--- src/hdl/squash_params.svh ---
// --------------------
// Sizing macros for the squash arbitration stage
// Include in any file that sizes sequence numbers, targets or sources
// --------------------

`ifndef SQUASH_PARAMS_SVH
`define SQUASH_PARAMS_SVH

// --------------------
// Sequence numbers
// --------------------

// Bits in a sequence number that wraps at 2**bits
`define SQUASH_SEQ_BITS 6

// --------------------
// Redirect and sources
// --------------------

// Width of a redirect target address
`define SQUASH_TARGET_BITS 32

// Pipeline units that can raise a squash
`define SQUASH_NUM_SRC 3

`endif

--- src/hdl/squash_pkg.sv ---
// --------------------
// Shared types for the squash arbitration stage
// Import with a wildcard in the module header
// --------------------

`include "squash_params.svh"

package squash_pkg;

  // --------------------
  // Sequence numbers
  // --------------------

  // Raw sequence number that wraps around
  typedef logic [`SQUASH_SEQ_BITS-1:0] seq_num_t;

  // Distance from the head where smaller is older
  typedef logic [`SQUASH_SEQ_BITS-1:0] seq_age_t;

  // --------------------
  // Redirect
  // --------------------

  // Fetch redirect address carried with a squash
  typedef logic [`SQUASH_TARGET_BITS-1:0] target_t;

  // --------------------
  // Filter state
  // --------------------

  // Idle means no squash recorded and hold means one is in force
  typedef enum logic {
    filt_idle,
    filt_hold
  } filt_state_e;

endpackage

--- src/hdl/seq_age.sv ---
// --------------------
// Head pointer tracking and wrap-aware age of each squash source
// Ages feed the filter and the arbiter as plain unsigned values
// --------------------

`timescale 1ns/1ps

`include "squash_params.svh"

module seq_age
  import squash_pkg::*;
(
  input  logic     clk,
  input  logic     rst_n,

  // --------------------
  // Commit notification
  // --------------------

  input  logic     commit_val,
  input  seq_num_t commit_seq_num,

  // --------------------
  // Source sequence numbers
  // --------------------

  input  seq_num_t arb_seq_num [`SQUASH_NUM_SRC],

  // --------------------
  // Age outputs
  // --------------------

  output seq_num_t head,
  output seq_age_t arb_age [`SQUASH_NUM_SRC]
);

  // Next head after a commit
  seq_num_t head_next;

  // --------------------
  // Head register
  // --------------------

  // Oldest uncommitted instruction sits just past the last commit
  assign head_next = commit_seq_num + seq_num_t'(1);

  always_ff @(posedge clk) begin
    if (!rst_n) begin
      head <= '0;
    end else if (commit_val) begin
      // Wraps naturally at the top of the range
      head <= head_next;
    end
  end

  // --------------------
  // Age per source
  // --------------------

  // Modular distance from the head
  // Uses the head from before the edge
  always_comb begin
    for (int i = 0; i < `SQUASH_NUM_SRC; i++) begin
      arb_age[i] = seq_age_t'(arb_seq_num[i] - head);
    end
  end

endmodule

--- src/hdl/squash_arb_chain.sv ---
// --------------------
// Oldest-first chained arbiter over the squash sources
// One carry stage per source, last stage registered as the grant
// --------------------

`timescale 1ns/1ps

`include "squash_params.svh"

module squash_arb_chain
  import squash_pkg::*;
#(
  parameter int num_src = `SQUASH_NUM_SRC,
  // Width of the winning source index
  localparam int src_bits = (num_src > 1) ? $clog2(num_src) : 1
) (
  input  logic                clk,
  input  logic                rst_n,

  // --------------------
  // Filtered notifications
  // --------------------

  input  logic                live_val    [num_src],
  input  seq_age_t            arb_age     [num_src],
  input  seq_num_t            arb_seq_num [num_src],
  input  target_t             arb_target  [num_src],

  // --------------------
  // Registered grant
  // --------------------

  output logic                gnt_val,
  output seq_num_t            gnt_seq_num,
  output target_t             gnt_target,
  output logic [src_bits-1:0] gnt_src
);

  // Carried winner after each stage
  logic                c_val [num_src];
  seq_age_t            c_age [num_src];
  seq_num_t            c_seq [num_src];
  target_t             c_tgt [num_src];
  logic [src_bits-1:0] c_src [num_src];

  // --------------------
  // Chain
  // --------------------

  always_comb begin
    // First stage is source 0 as is
    c_val[0] = live_val[0];
    c_age[0] = arb_age[0];
    c_seq[0] = arb_seq_num[0];
    c_tgt[0] = arb_target[0];
    c_src[0] = '0;

    for (int i = 1; i < num_src; i++) begin
      // Strict compare keeps the lower index on a tie
      if (live_val[i] && (!c_val[i-1] || (arb_age[i] < c_age[i-1]))) begin
        c_val[i] = 1'b1;
        c_age[i] = arb_age[i];
        c_seq[i] = arb_seq_num[i];
        c_tgt[i] = arb_target[i];
        c_src[i] = src_bits'(i);
      end else begin
        // Carry the earlier winner
        c_val[i] = c_val[i-1];
        c_age[i] = c_age[i-1];
        c_seq[i] = c_seq[i-1];
        c_tgt[i] = c_tgt[i-1];
        c_src[i] = c_src[i-1];
      end
    end
  end

  // --------------------
  // Grant register
  // --------------------

  // Single cycle pulse with no back-pressure
  always_ff @(posedge clk) begin
    if (!rst_n) begin
      gnt_val <= 1'b0;
    end else begin
      gnt_val <= c_val[num_src-1];
    end
  end

  // Grant payload from the final stage
  always_ff @(posedge clk) begin
    gnt_seq_num <= c_seq[num_src-1];
    gnt_target  <= c_tgt[num_src-1];
    gnt_src     <= c_src[num_src-1];
  end

endmodule

--- src/hdl/squash_filter.sv ---
// --------------------
// Stale squash filter
// Records the last granted squash and masks sources that are not older
// Released when the recorded instruction commits
// --------------------

`timescale 1ns/1ps

`include "squash_params.svh"

module squash_filter
  import squash_pkg::*;
(
  input  logic     clk,
  input  logic     rst_n,

  // --------------------
  // Incoming notifications
  // --------------------

  input  logic     arb_val  [`SQUASH_NUM_SRC],
  input  seq_age_t arb_age  [`SQUASH_NUM_SRC],
  input  seq_num_t head,

  // --------------------
  // Commit and grant
  // --------------------

  input  logic     commit_val,
  input  seq_num_t commit_seq_num,
  input  logic     gnt_val,
  input  seq_num_t gnt_seq_num,

  // Valids that survive the filter
  output logic     live_val [`SQUASH_NUM_SRC]
);

  filt_state_e state;

  // Sequence number of the squash in force
  seq_num_t    rec_seq;

  // Ages relative to the current head
  seq_age_t    rec_age;
  seq_age_t    gnt_age;

  // Grant replaces the recorded squash
  logic        take_gnt;

  // Recorded instruction commits
  logic        release_rec;

  // --------------------
  // Age of recorded and granted squash
  // --------------------

  assign rec_age = seq_age_t'(rec_seq - head);
  assign gnt_age = seq_age_t'(gnt_seq_num - head);

  // Any grant when idle, only an older one when holding
  assign take_gnt = gnt_val && ((state == filt_idle) || (gnt_age < rec_age));

  assign release_rec = commit_val && (state == filt_hold) && (commit_seq_num == rec_seq);

  // --------------------
  // State machine
  // --------------------

  always_ff @(posedge clk) begin
    if (!rst_n) begin
      state <= filt_idle;
    end else if (take_gnt) begin
      // A newer record outranks a release in the same cycle
      state <= filt_hold;
    end else if (release_rec) begin
      state <= filt_idle;
    end
  end

  // Recorded squash loads on each taken grant
  always_ff @(posedge clk) begin
    if (take_gnt) begin
      rec_seq <= gnt_seq_num;
    end
  end

  // --------------------
  // Masking
  // --------------------

  // Live only if strictly older than the squash in force
  always_comb begin
    for (int i = 0; i < `SQUASH_NUM_SRC; i++) begin
      live_val[i] = arb_val[i] && ((state == filt_idle) || (arb_age[i] < rec_age));
    end
  end

endmodule

--- src/hdl/squash_unit.sv ---
// --------------------
// Squash arbitration stage top level
// Picks the oldest live squash and grants it one cycle later
// --------------------

`timescale 1ns/1ps

`include "squash_params.svh"

module squash_unit
  import squash_pkg::*;
(
  input  logic     clk,
  input  logic     rst_n,

  // --------------------
  // Squash notifications, one per source
  // --------------------

  input  logic     arb_val     [`SQUASH_NUM_SRC],
  input  seq_num_t arb_seq_num [`SQUASH_NUM_SRC],
  input  target_t  arb_target  [`SQUASH_NUM_SRC],

  // Commit advances the head
  input  logic     commit_val,
  input  seq_num_t commit_seq_num,

  // --------------------
  // Grant
  // --------------------

  output logic     gnt_val,
  output seq_num_t gnt_seq_num,
  output target_t  gnt_target,
  output logic [$clog2(`SQUASH_NUM_SRC)-1:0] gnt_src
);

  // Internal wiring
  seq_num_t head;
  seq_age_t arb_age  [`SQUASH_NUM_SRC];
  logic     live_val [`SQUASH_NUM_SRC];

  // Head and per-source age
  seq_age i_seq_age (
    .clk            (clk),
    .rst_n          (rst_n),
    .commit_val     (commit_val),
    .commit_seq_num (commit_seq_num),
    .arb_seq_num    (arb_seq_num),
    .head           (head),
    .arb_age        (arb_age)
  );

  // Drop notifications made stale by the recorded squash
  squash_filter i_squash_filter (
    .clk            (clk),
    .rst_n          (rst_n),
    .arb_val        (arb_val),
    .arb_age        (arb_age),
    .head           (head),
    .commit_val     (commit_val),
    .commit_seq_num (commit_seq_num),
    .gnt_val        (gnt_val),
    .gnt_seq_num    (gnt_seq_num),
    .live_val       (live_val)
  );

  // Oldest-first chain and grant register
  squash_arb_chain #(
    .num_src (`SQUASH_NUM_SRC)
  ) i_squash_arb_chain (
    .clk         (clk),
    .rst_n       (rst_n),
    .live_val    (live_val),
    .arb_age     (arb_age),
    .arb_seq_num (arb_seq_num),
    .arb_target  (arb_target),
    .gnt_val     (gnt_val),
    .gnt_seq_num (gnt_seq_num),
    .gnt_target  (gnt_target),
    .gnt_src     (gnt_src)
  );

endmodule

--- config.mk ---
export PLATFORM = sky130hd
export DESIGN_NAME = squash_unit
export DESIGN_NICKNAME = d
export VERILOG_FILES = /design/src/hdl/squash_pkg.sv /design/src/hdl/seq_age.sv /design/src/hdl/squash_arb_chain.sv /design/src/hdl/squash_filter.sv /design/src/hdl/squash_unit.sv
export VERILOG_INCLUDE_DIRS = /design/src /design/src/hdl
export SDC_FILE = /design/constraint.sdc
export NUM_CORES = 1
export LEC_CHECK = 0
export BUFFER_PORTS_ARGS = -buffer_cell sky130_fd_sc_hd__clkbuf_2
export CAP_MARGIN = 20
export CORE_UTILIZATION = 53
export CTS_CLUSTER_DIAMETER = 150
export DETAILED_ROUTE_END_ITERATION = 10
export GPL_TIMING_DRIVEN = 0
export PLACE_DENSITY = 0.86
export SLEW_MARGIN = 20
export SYNTH_ARGS = -nofsm -noshare
export SYNTH_HDL_FRONTEND = slang
export SYNTH_HIERARCHICAL = 1
export SYNTH_SLANG_ARGS = --single-unit
--- constraint.sdc ---
create_clock -name clk -period 12.8 [get_ports clk]
set_input_delay 1.28 -clock clk [delete_from_list [all_inputs] [get_ports clk]]
set_output_delay 1.28 -clock clk [all_outputs]
set_load 0.1 [all_outputs]
==> summary.txt, run 1 <==
Layout
  – Commonest non-fill, non-tap cells in the layout: clkbuf_2 (166), ha_1 (52), dfxtp_1 (48), mux2_2 (46), inv_1 (41)
  – Commonest non-fill, non-tap cell in the layout: clkbuf_2
  – Multi-input logic area: 0.00282 mm2
  – Filler Cell Count: 567
  – Reg area: 0.00114 mm2
  – Layout cell share with drive strength beyond 1: 38.4%
  – Area delta synth->final: 25.0%
  – Core Util, Final: 70.3%
  – N_diodes: 0
  – Final #Nets: 786

Timing
  – Fmax: 0.139 GHz
  – Fin Clk Skew: 0.0134 ns
  – RSZ-0062 raised after global routing: no
  – Period minus WS final: 7.17 ns
  – Final setup TNS: 0 ns
  – Final number of setup-violating endpoints: 0
  – Slew @ Worst Pin: 0.932 ns
  – Max-slew violations: 0
  – Final worst-path cycle share: 56.0%
  – Final hold vios: 0
  – Hold_ws: 0.520 ns
  – Slew headroom: 37.2%

Synth
  – Ranking of synthesized cells by area: dfxtp_1 (23%), ha_1 (16%), mux2_2 (12%)
  – Synth warn: 6
  – Register area share after synthesis: 27.4%
  – Synth top area share: 23.1%
  – Post-synthesis compound-gate area fraction: 14.2%
  – Post-synth EDFFs: 6
  – Register bit count reported by yosys: 54
  – Proportion of synthesized area in mux cells: 21.0%
  – Syn Std Cell Area: 0.00417 mm2
  – Post-Syn Instances: 430
  – Synth Area in Adders: 18.5%
  – Post-synthesis xor/xnor area fraction: 5.05%
  – Post-synthesis cell type count: 52
  – Main synth FF type: dfxtp_1
  – Main combinational cell family by area after synthesis: multiplexers
  – Synthesized area per cell: 9.69 um2
  – Area share of and/or/nand/nor cells after synthesis: 8.83%
  – Synth Net Count: 613
  – Async set-reset flop share out of synthesis: 0%
  – Synth area leader: dfxtp_1

Setup path
  – Setup CP Type: in -> reg
  – Crit path largest cell delay: 0.39 ns
  – Kind of start point of the critical path: input port
  – CP Capture Type: flop
  – Arrival time at the worst endpoint: 7.35 ns
  – Req. time, crit path: 12.98 ns
  – Worst Path Max Fanout: 10
  – Critical path's slowest cell: o31ai_1

Clock network
  – # resized after CTS: 0
  – Root Driver: clkbuf_8
  – Number of clock sinks: 54
  – Maximum buffer depth of the clock tree: 2
  – TritonCTS clock tree: done
  – Setup Buffers After CTS: 0
  – H-Tree Level Count: 2
  – Total CTS buffers: 5
  – Worst-skew pair later-pin latency: 0.30 ns
  – Reg clk slew, reported paths: 0.09 ns
  – Hold buffer count at cts: 0

Placement
  – Post-detail-place hpwl: 9.81 mm
  – Placer Congestion: 0.894
  – PortBufs: 166

Job
  – Max Cap Viol: 0

Floorplan
  – Top Ports: 167
  – Initial Util: 56.2%
  – Core ar.: 0.00741 mm2
  – Die Wd: 90.7 um
  – Die Y: 90.7 um
  – Core Rows: 31
  – Die area: 0.00822 mm2

Global routing
  – Tot GR Track Use: 28.4%
  – Total gr overflow: 0
  – Largest net degree at the start of global routing: 17
  – Vias in the first global route: 4080
  – First-pass GRT wire length: 18.8 mm
  – Initial antenna violation count: 0

Detailed routing
  – Initial DRT Pass Iterations: 8
  – Final wirelength: 11.6 mm
  – DR DRC count: 0
  – Vias: 3887
  – Routed len/inst: 16.5 um
  – Via-per-instance ratio: 5.53
  – Initial drt markers: 221
  – Antenna viol nets, final: 0

Worst hold path
  – Hold Path Class: reg -> reg

Status
  – Outcome: finished clean
## final timing paths
kind	startpoint	end	slack, ns	cells after the start
setup / recovery	arb_seq_num[13]	i_squash_arb_chain/gnt_seq_num[2]$_DFF_P_	5.63	26
hold reg to reg	i_squash_arb_chain/gnt_seq_num[5]$_DFF_P_	i_squash_filter/rec_seq[5]$_DFFE_PP_	0.52	0
setup reg to reg	i_seq_age/head[1]$_SDFFE_PN0P_	i_squash_arb_chain/gnt_seq_num[2]$_DFF_P_	5.90	27
hold / removal	i_squash_arb_chain/gnt_seq_num[5]$_DFF_P_	i_squash_filter/rec_seq[5]$_DFFE_PP_	0.52	0
## layout make-up
class                   count  area share (%)
repair buffers            166            16.0
inverters                  41            2.96
multi-input cells         324            54.1
clock buffers               6            1.39
plain buffers              11            1.08
flip-flops and latches     54            21.9
well taps                  99            2.38
clock inverters             2           0.264
## synth_stat cells (2+ instances only)
library cell and instances:
nor2_1 19, clkbuf_1 6, nand2_1 16, a21oi_2 2
or4_1 2, mux2_2 46, xor2_1 11, nand3_1 5
ha_1 52, dfxtp_1 48, a21oi_1 22, a21boi_0 4
and3_1 2, edfxtp_1 6, nor2b_1 5, fa_1 5
a31oi_1 2, a211oi_1 6, o211a_1 2, nor3_1 11
or3_1 2, a21o_1 6, mux2_1 30, o21a_1 5
maj3_1 2, o21ai_1 2, buf_2 3, o31ai_1 3
nand2b_1 4, and2_1 4, o21ai_0 17, inv_1 41
mux2i_1 2, o211ai_1 6, or2_2 2, xnor2_1 13
## worst max-delay path: cells and delay by family
family          cells  cell delay, ns
compound gates     10            2.24
fa+ha+maj           4            1.26
buf+inv             5            1.19
simple gates        6            0.97
mux                 1            0.37
## sequential cells by signal, summed over array words and instances (netlist names)
name and count:
i_seq_age/head 6, i_squash_arb_chain/gnt_seq_num 6, i_squash_arb_chain/gnt_val 1, i_squash_filter/rec_seq 6
i_squash_arb_chain/gnt_target 32, i_squash_arb_chain/gnt_src 2, i_squash_filter/state 1
## through the flow
step	area, um2	setup slack [ns]	instances
global placement	5120	5.59	695
CTS	5210	5.76	703
detailed placement	5120	5.46	695
global route	5210	5.17	703
floorplan	4170	6.59	430
finish	5210	5.63	703
## routing by layer
| layer | vias up | wire length, um | global-route usage, % | part of all wire, % |
|---|---|---|---|---|
| li1 | 1890 | - | - | - |
| met1 | 1786 | 4390 | 31.3 | 38 |
| met2 | 185 | 6130 | 53.5 | 53 |
| met3 | 26 | 805 | 6.23 | 6.9 |
| met4 | 0 | 284 | 8.47 | 2.4 |
| met5 | - | 0 | 0 | 0 |
## kinds of logic (layout without fill, tap and decap cells)
group                    count (synthesis)  in the layout
AO/OA/AOI/OAI                           88             88
adder cells (fa/ha/maj)                 59             59
buffers and inverters                   52            226
flip-flops                              54             54
XOR/XNOR                                24             24
multiplexers                            78             78
AND/OR/NAND/NOR                         75             75
Power of run 1 is not shown: default switching activity piles up to over one toggle a cycle in this logic, so the estimate is an artifact.
==> inputs of run 2 (changes only) <==
- CORE_UTILIZATION: 53 -> 50
- PLACE_DENSITY: 0.86 -> 0.82
- clock period: 12.8 -> 6.9 ns (I/O delays scaled with it)
==> run 2 against run 1 <==
  * Routed wire length increased by 1.3%
  * Non-clock buffer count decreased by 1
  * Largest cell class unchanged
  * Flip-flop and latch count unchanged
  * Critical path depth decreased by 1
  * Clock skew increased by 0.0050 ns
  * Die area increased by 5.9%
  * Setup slack got worse by 5.2 ns
  * Register-to-register slack got worse by 5.5 ns
  * First-iteration DRC count decreased by 41%
  * Global-route usage decreased by 1.7 points
  * Utilization decreased by 3.9 points
  * Clock-buffer cell count decreased by 1
==> summary.txt, run 2 (synthesis results as in run 1) <==
Floorplan
  – Die Wd: 93.3 um (was 90.7 um)
  – Die Y: 93.3 um (was 90.7 um)
  – Initial Util: 52.8% (was 56.2%)
  – Top Ports: 167 (unchanged)
  – Core ar.: 0.00789 mm2 (was 0.00741 mm2)
  – Core Rows: 32 (was 31)
  – Die area: 0.00870 mm2 (was 0.00822 mm2)

Clock network
  – Total CTS buffers: 5 (unchanged)
  – Root Driver: clkbuf_8 (unchanged)
  – Maximum buffer depth of the clock tree: 2 (unchanged)
  – Worst-skew pair later-pin latency: 0.32 ns (was 0.30 ns)
  – Number of clock sinks: 54 (unchanged)
  – Setup Buffers After CTS: 0 (unchanged)
  – TritonCTS clock tree: done (unchanged)
  – H-Tree Level Count: 2 (unchanged)
  – Reg clk slew, reported paths: 0.10 ns (was 0.09 ns)

Layout
  – Biggest register: i_squash_arb_chain/gnt_target (unchanged)
  – Commonest non-fill, non-tap cells in the layout: clkbuf_2 (166), ha_1 (52), dfxtp_1 (47), mux2_2 (46), inv_1 (41) (was clkbuf_2 (166), ha_1 (52), dfxtp_1 (48), mux2_2 (46), inv_1 (41))
  – Commonest non-fill, non-tap cell in the layout: clkbuf_2 (unchanged)
  – Final Non-Filler Cells: 705 (was 703)
  – Final #Nets: 785 (was 786)
  – Largest register FFs: 32 (unchanged)
  – Reg area: 0.00114 mm2 (about the same)
  – Filler Cell Count: 629 (was 567)
  – Layout cell share with drive strength beyond 1: 39.3% (was 38.4%)
  – N_diodes: 0 (unchanged)
  – Area delta synth->final: 25.8% (was 25.0%)
  – Multi-input logic area: 0.00284 mm2 (was 0.00282 mm2)

Job
  – Max Cap Viol: 0 (unchanged)

Global routing
  – Tot GR Track Use: 26.6% (was 28.4%)
  – Initial antenna violation count: 0 (unchanged)
  – Largest net degree at the start of global routing: 20 (was 17)
  – Vias in the first global route: 4051 (was 4080)
  – First-pass GRT wire length: 18.1 mm (was 18.8 mm)
  – Total gr overflow: 0 (unchanged)

Timing
  – Slew @ Worst Pin: 1.00 ns (was 0.932 ns)
  – Final setup TNS: 0 ns (unchanged)
  – Period minus WS final: 6.51 ns
  – Max-slew violations: 0 (unchanged)
  – Final worst-path cycle share: 94.4%
  – Slew headroom: 32.4% (was 37.2%)
  – Final hold vios: 0 (unchanged)
  – RSZ-0062 raised after global routing: no (unchanged)
  – Final number of setup-violating endpoints: 0 (unchanged)
  – Fmax: 0.154 GHz
  – Fin Clk Skew: 0.0184 ns (was 0.0134 ns)

Detailed routing
  – Via-per-instance ratio: 5.53 (about the same)
  – Initial DRT Pass Iterations: 5 (was 8)
  – DR DRC count: 0 (unchanged)
  – Final wirelength: 11.7 mm (was 11.6 mm)
  – Initial drt markers: 131 (was 221)
  – Routed len/inst: 16.7 um (was 16.5 um)
  – Antenna viol nets, final: 0 (unchanged)
  – Vias: 3896 (was 3887)

Setup path
  – Req. time, crit path: 7.08 ns (was 12.98 ns)
  – R2R depth: 25 (was 27)
  – CP Capture Type: flop (unchanged)
  – Worst Path Max Fanout: 19 (was 10)
  – FF-to-FF setup slack: 0.39 ns (was 5.90 ns)
  – Setup CP Type: reg -> reg (was in -> reg)
  – Crit path largest cell delay: 0.46 ns (was 0.39 ns)
  – Reg2reg start: i_seq_age/head[1]$_SDFFE_PN0P_ (unchanged)
  – Critical path's slowest cell: dfxtp_2 (was o31ai_1)
  – Kind of start point of the critical path: flop (was input port)
  – FF-to-FF End: i_squash_arb_chain/gnt_seq_num[1]$_DFF_P_ (was i_squash_arb_chain/gnt_seq_num[2]$_DFF_P_)
  – Arrival time at the worst endpoint: 6.69 ns (was 7.35 ns)

Placement
  – Placed cell count: 698 (was 695)
  – PortBufs: 166 (unchanged)
  – Placer Congestion: 0.852 (was 0.894)
  – Post-detail-place hpwl: 9.79 mm (was 9.81 mm)

Worst hold path
  – Hold Crit Depth: 0 (unchanged)
  – Worst hold endpoint: i_squash_filter/rec_seq[4]$_DFFE_PP_ (was i_squash_filter/rec_seq[5]$_DFFE_PP_)
  – Hold Path Origin: i_squash_arb_chain/gnt_seq_num[4]$_DFF_P_ (was i_squash_arb_chain/gnt_seq_num[5]$_DFF_P_)
  – Hold Path Class: reg -> reg (unchanged)

Status
  – Outcome: finished clean (unchanged)
[run 2: cell count changes in the layout (fill, tap and decap cells not counted), sizes merged]
cell    change
clkbuf      -2
inv         +1
[run 2: repair_timing]
item	in CTS	in global routing
gates resized for setup	0	4
hold buffers	0	0
endpoints found under the setup margin	0	38
[run 2: worst max path at each step]
stage | start | to | depth (start not counted)
global placement | i_seq_age/head[1]$_SDFFE_PN0P_ | i_squash_arb_chain/gnt_seq_num[1]$_DFF_P_ | 27
finish | i_seq_age/head[1]$_SDFFE_PN0P_ | i_squash_arb_chain/gnt_seq_num[1]$_DFF_P_ | 25
global route | i_seq_age/head[1]$_SDFFE_PN0P_ | i_squash_arb_chain/gnt_seq_num[1]$_DFF_P_ | 26
floorplan | arb_seq_num[13] | i_squash_arb_chain/gnt_seq_num[0]$_DFF_P_ | 26
detailed placement | arb_seq_num[13] | i_squash_arb_chain/gnt_seq_num[1]$_DFF_P_ | 26
CTS | i_seq_age/head[1]$_SDFFE_PN0P_ | i_squash_arb_chain/gnt_seq_num[1]$_DFF_P_ | 27
[run 2: metrics by stage]
step | utilization (%) | cell area [um2] | hold WS (ns) | worst slack (ns)
after floorplan | - | 4170 | 0.475 | 1.28
after global placement | 65.0 | 5120 | 0.491 | 0.267
after detailed placement | 65.0 | 5120 | 0.494 | 0.134
after CTS | 66.2 | 5220 | 0.518 | 0.155
after global routing | 66.4 | 5240 | 0.526 | 0.0253
final | 66.4 | 5240 | 0.510 | 0.389
[run 2: cell type report]
class                   count  share of cell area (%)
plain buffers              10                    1.00
clock buffers               5                    1.31
clock inverters             3                   0.549
inverters                  41                    2.94
multi-input cells         324                    54.1
flip-flops and latches     54                    21.8
well taps                 102                    2.44
repair buffers            166                    15.9
[run 2: metal layers]
layer / vias up / wire [um] / global-route usage (%)
met1: 1845 / 4760 / 30.1
met3: 21 / 560 / 4.07
li1: 1886 / - / -
met2: 144 / 6150 / 50.1
met5: - / 0 / 0
met4: 0 / 272 / 9.74
[run 2: worst max-delay path, delay by kind of cell, from the launching register on]
| kind | cells | cell delay (ns) |
|---|---|---|
| mux | 1 | 0.38 |
| buf+inv | 4 | 0.99 |
| fa+ha+maj | 4 | 1.32 |
| flops | 1 | 0.46 |
| simple gates | 6 | 1.06 |
| compound gates | 10 | 2.15 |
Power of run 2 is left out for the same reason.
==> inputs of run 3 (changes only) <==
- BUFFER_PORTS_ARGS: -buffer_cell sky130_fd_sc_hd__clkbuf_2 -> unset
- CORE_UTILIZATION: 50 -> 40
- DONT_BUFFER_PORTS: unset -> 1
- GPL_TIMING_DRIVEN: 0 -> unset
- PLACE_DENSITY: 0.82 -> unset
==> run 3 against run 2 <==
  * Cell area is 15% lower
  * Final cell count is 20% lower
  * Clock skew is 0.011 ns lower
  * Worst hold slack worse by 0.065 ns
  * Non-clock buffer count is 173 lower
  * First-iteration DRC count is 9.9% higher
  * Setup slack better by 0.35 ns
  * Global-route usage is 6.0 points lower
  * Largest cell class unchanged
==> summary.txt, run 3 (synthesis results as in run 1) <==
Detailed routing
  – Initial drt markers: 144 (was 131)
  – Final wirelength: 11.2 mm (was 11.7 mm)
  – Initial DRT Pass Iterations: 4 (was 5)
  – Vias: 3170 (was 3896)
  – Via-per-instance ratio: 5.63 (was 5.53)
  – DR DRC count: 0 (unchanged)
  – Routed len/inst: 19.9 um (was 16.7 um)
  – Antenna viol nets, final: 0 (unchanged)

Timing
  – RSZ-0062 raised after global routing: no (unchanged)
  – Max-slew violations: 0 (unchanged)
  – Final worst-path cycle share: 89.3% (was 94.4%)
  – Final setup TNS: 0 ns (unchanged)
  – Period minus WS final: 6.16 ns (was 6.51 ns)
  – Slew @ Worst Pin: 1.11 ns (was 1.00 ns)
  – Final number of setup-violating endpoints: 0 (unchanged)
  – Slew headroom: 25.7% (was 32.4%)
  – Fin Clk Skew: 0.00743 ns (was 0.0184 ns)
  – Worst Slack Setup Final: 0.741 ns (was 0.389 ns)
  – Hold_ws: 0.445 ns (was 0.510 ns)
  – Fmax: 0.162 GHz (was 0.154 GHz)
  – Final hold vios: 0 (unchanged)

Job
  – Max Cap Viol: 0 (unchanged)

Floorplan
  – Core ar.: 0.00995 mm2 (was 0.00789 mm2)
  – Die area: 0.0108 mm2 (was 0.00870 mm2)
  – Initial Util: 41.9% (was 52.8%)
  – Die Wd: 104 um (was 93.3 um)
  – Die Y: 104 um (was 93.3 um)
  – Core Rows: 36 (was 32)
  – Top Ports: 167 (unchanged)

Clock network
  – Reg clk slew, reported paths: 0.11 ns (was 0.10 ns)
  – Root Driver: clkbuf_8 (unchanged)
  – Maximum buffer depth of the clock tree: 2 (unchanged)
  – Worst-skew pair later-pin latency: 0.32 ns (about the same)
  – Total CTS buffers: 5 (unchanged)
  – Setup Buffers After CTS: 0 (unchanged)
  – Hold buffer count at cts: 0 (unchanged)
  – # resized after CTS: 0 (unchanged)
  – H-Tree Level Count: 2 (unchanged)
  – Number of clock sinks: 54 (unchanged)
  – TritonCTS clock tree: done (unchanged)

Setup path
  – Arrival time at the worst endpoint: 6.38 ns (was 6.69 ns)
  – FF-to-FF setup slack: 0.74 ns (was 0.39 ns)
  – Kind of start point of the critical path: flop (unchanged)
  – FF-to-FF End: i_squash_arb_chain/gnt_target[8]$_DFF_P_ (was i_squash_arb_chain/gnt_seq_num[1]$_DFF_P_)
  – Setup CP Type: reg -> reg (unchanged)
  – Critical path's slowest cell: dfxtp_1 (was dfxtp_2)
  – Worst Path Max Fanout: 39 (was 19)
  – R2R depth: 24 (was 25)
  – Crit path largest cell delay: 0.52 ns (was 0.46 ns)
  – WP buf/inv: 2 (was 4)
  – CP Capture Type: flop (unchanged)
  – Req. time, crit path: 7.12 ns (was 7.08 ns)
  – Worst path top cell family by delay: compound AO/OA/AOI/OAI gates (unchanged)
  – CP cell instances: inv_1 > ha_1 > nor2b_1 > o31ai_1 > a21boi_0 > ha_1 > o21ai_0 > a21oi_1 > or2_2 > maj3_1 > a31oi_1 > nand3_1 > o221ai_1 > a21oi_4 > nor2_1 > a21oi_1 > ha_1 > a21oi_1 > and2_1 > a32o_1 > o21ai_1 > o31ai_4 > buf_12 > mux2_1
  – Reg2reg start: i_seq_age/head[1]$_SDFFE_PN0P_ (unchanged)

Worst hold path
  – Worst hold endpoint: i_seq_age/head[5]$_SDFFE_PN0P_ (was i_squash_filter/rec_seq[4]$_DFFE_PP_)
  – Hold Path Origin: commit_val (was i_squash_arb_chain/gnt_seq_num[4]$_DFF_P_)
  – Hold Crit Depth: 1 (was 0)
  – Hold Path Class: in -> reg (was reg -> reg)

Layout
  – Final Non-Filler Cells: 563 (was 705)
  – Layout cell share with drive strength beyond 1: 15.1% (was 39.3%)
  – Largest register FFs: 32 (unchanged)
  – Commonest non-fill, non-tap cell in the layout: ha_1 (was clkbuf_2)
  – Final #Nets: 612 (was 785)
  – N_diodes: 0 (unchanged)
  – Biggest register: i_squash_arb_chain/gnt_target (unchanged)
  – Commonest non-fill, non-tap cells in the layout: ha_1 (52), dfxtp_1 (48), mux2_2 (46), inv_1 (41), mux2_1 (30) (was clkbuf_2 (166), ha_1 (52), dfxtp_1 (47), mux2_2 (46), inv_1 (41))
  – Area delta synth->final: 6.46% (was 25.8%)

Global routing
  – Total gr overflow: 0 (unchanged)
  – Initial antenna violation count: 0 (unchanged)
  – Largest net degree at the start of global routing: 40 (was 20)
  – First-pass GRT wire length: 17.4 mm (was 18.1 mm)
  – Tot GR Track Use: 20.6% (was 26.6%)
  – Vias in the first global route: 3362 (was 4051)

Placement
  – Post-detail-place hpwl: 9.26 mm (was 9.79 mm)
  – Placer Congestion: 0.855 (was 0.852)
  – PortBufs: 0 (was 166)
  – Pre-CTS setup slack: 0.830 ns (was 0.134 ns)
  – Placed cell count: 555 (was 698)

Status
  – Outcome: finished clean (unchanged)
-- run 3: cell count changes in the layout (fill, tap and decap cells not counted), sizes merged --
cell | before | now
clkinv | 2 | 1
clkbuf | 176 | 6
buf | 5 | 3
-- run 3: worst max path at each step --
| stage | from | endpoint | slack [ns] | cells after the start |
|---|---|---|---|---|
| floorplan | arb_seq_num[13] | i_squash_arb_chain/gnt_seq_num[0]$_DFF_P_ | 1.28 | 26 |
| finish | i_seq_age/head[1]$_SDFFE_PN0P_ | i_squash_arb_chain/gnt_target[8]$_DFF_P_ | 0.74 | 24 |
| global route | i_seq_age/head[1]$_SDFFE_PN0P_ | i_squash_arb_chain/gnt_target[21]$_DFF_P_ | 0.32 | 24 |
| global placement | arb_seq_num[13] | i_squash_arb_chain/gnt_target[6]$_DFF_P_ | 0.99 | 23 |
| CTS | i_seq_age/head[1]$_SDFFE_PN0P_ | i_squash_arb_chain/gnt_target[8]$_DFF_P_ | 0.81 | 24 |
| detailed placement | arb_seq_num[13] | i_squash_arb_chain/gnt_target[8]$_DFF_P_ | 0.83 | 23 |
-- run 3: per-layer routing --
metal	up-vias	wire [um]	global-route usage, %
met4	0	272	7.55
li1	1541	-	-
met5	-	0	0
met3	20	863	5.39
met1	1471	4420	22.6
met2	138	5630	38.0
-- run 3: through the flow --
stage / utilization [%] / instance area, um2
floorplan: - / 4170
global placement: 43.5 / 4330
detailed placement: 43.5 / 4330
CTS: 44.6 / 4440
global route: 44.6 / 4440
finish: 44.6 / 4440
-- run 3: layout make-up --
class | instances | area (um2)
sequential | 54 | 1140
tap | 133 | 166
multi-input combinational | 324 | 2830
clock buffer | 6 | 93.8
clock inverter | 2 | 13.8
fill | 946 | 5520
timing repair buffer | 3 | 35.0
inverter | 41 | 154
Power of run 3 is left out for the same reason.
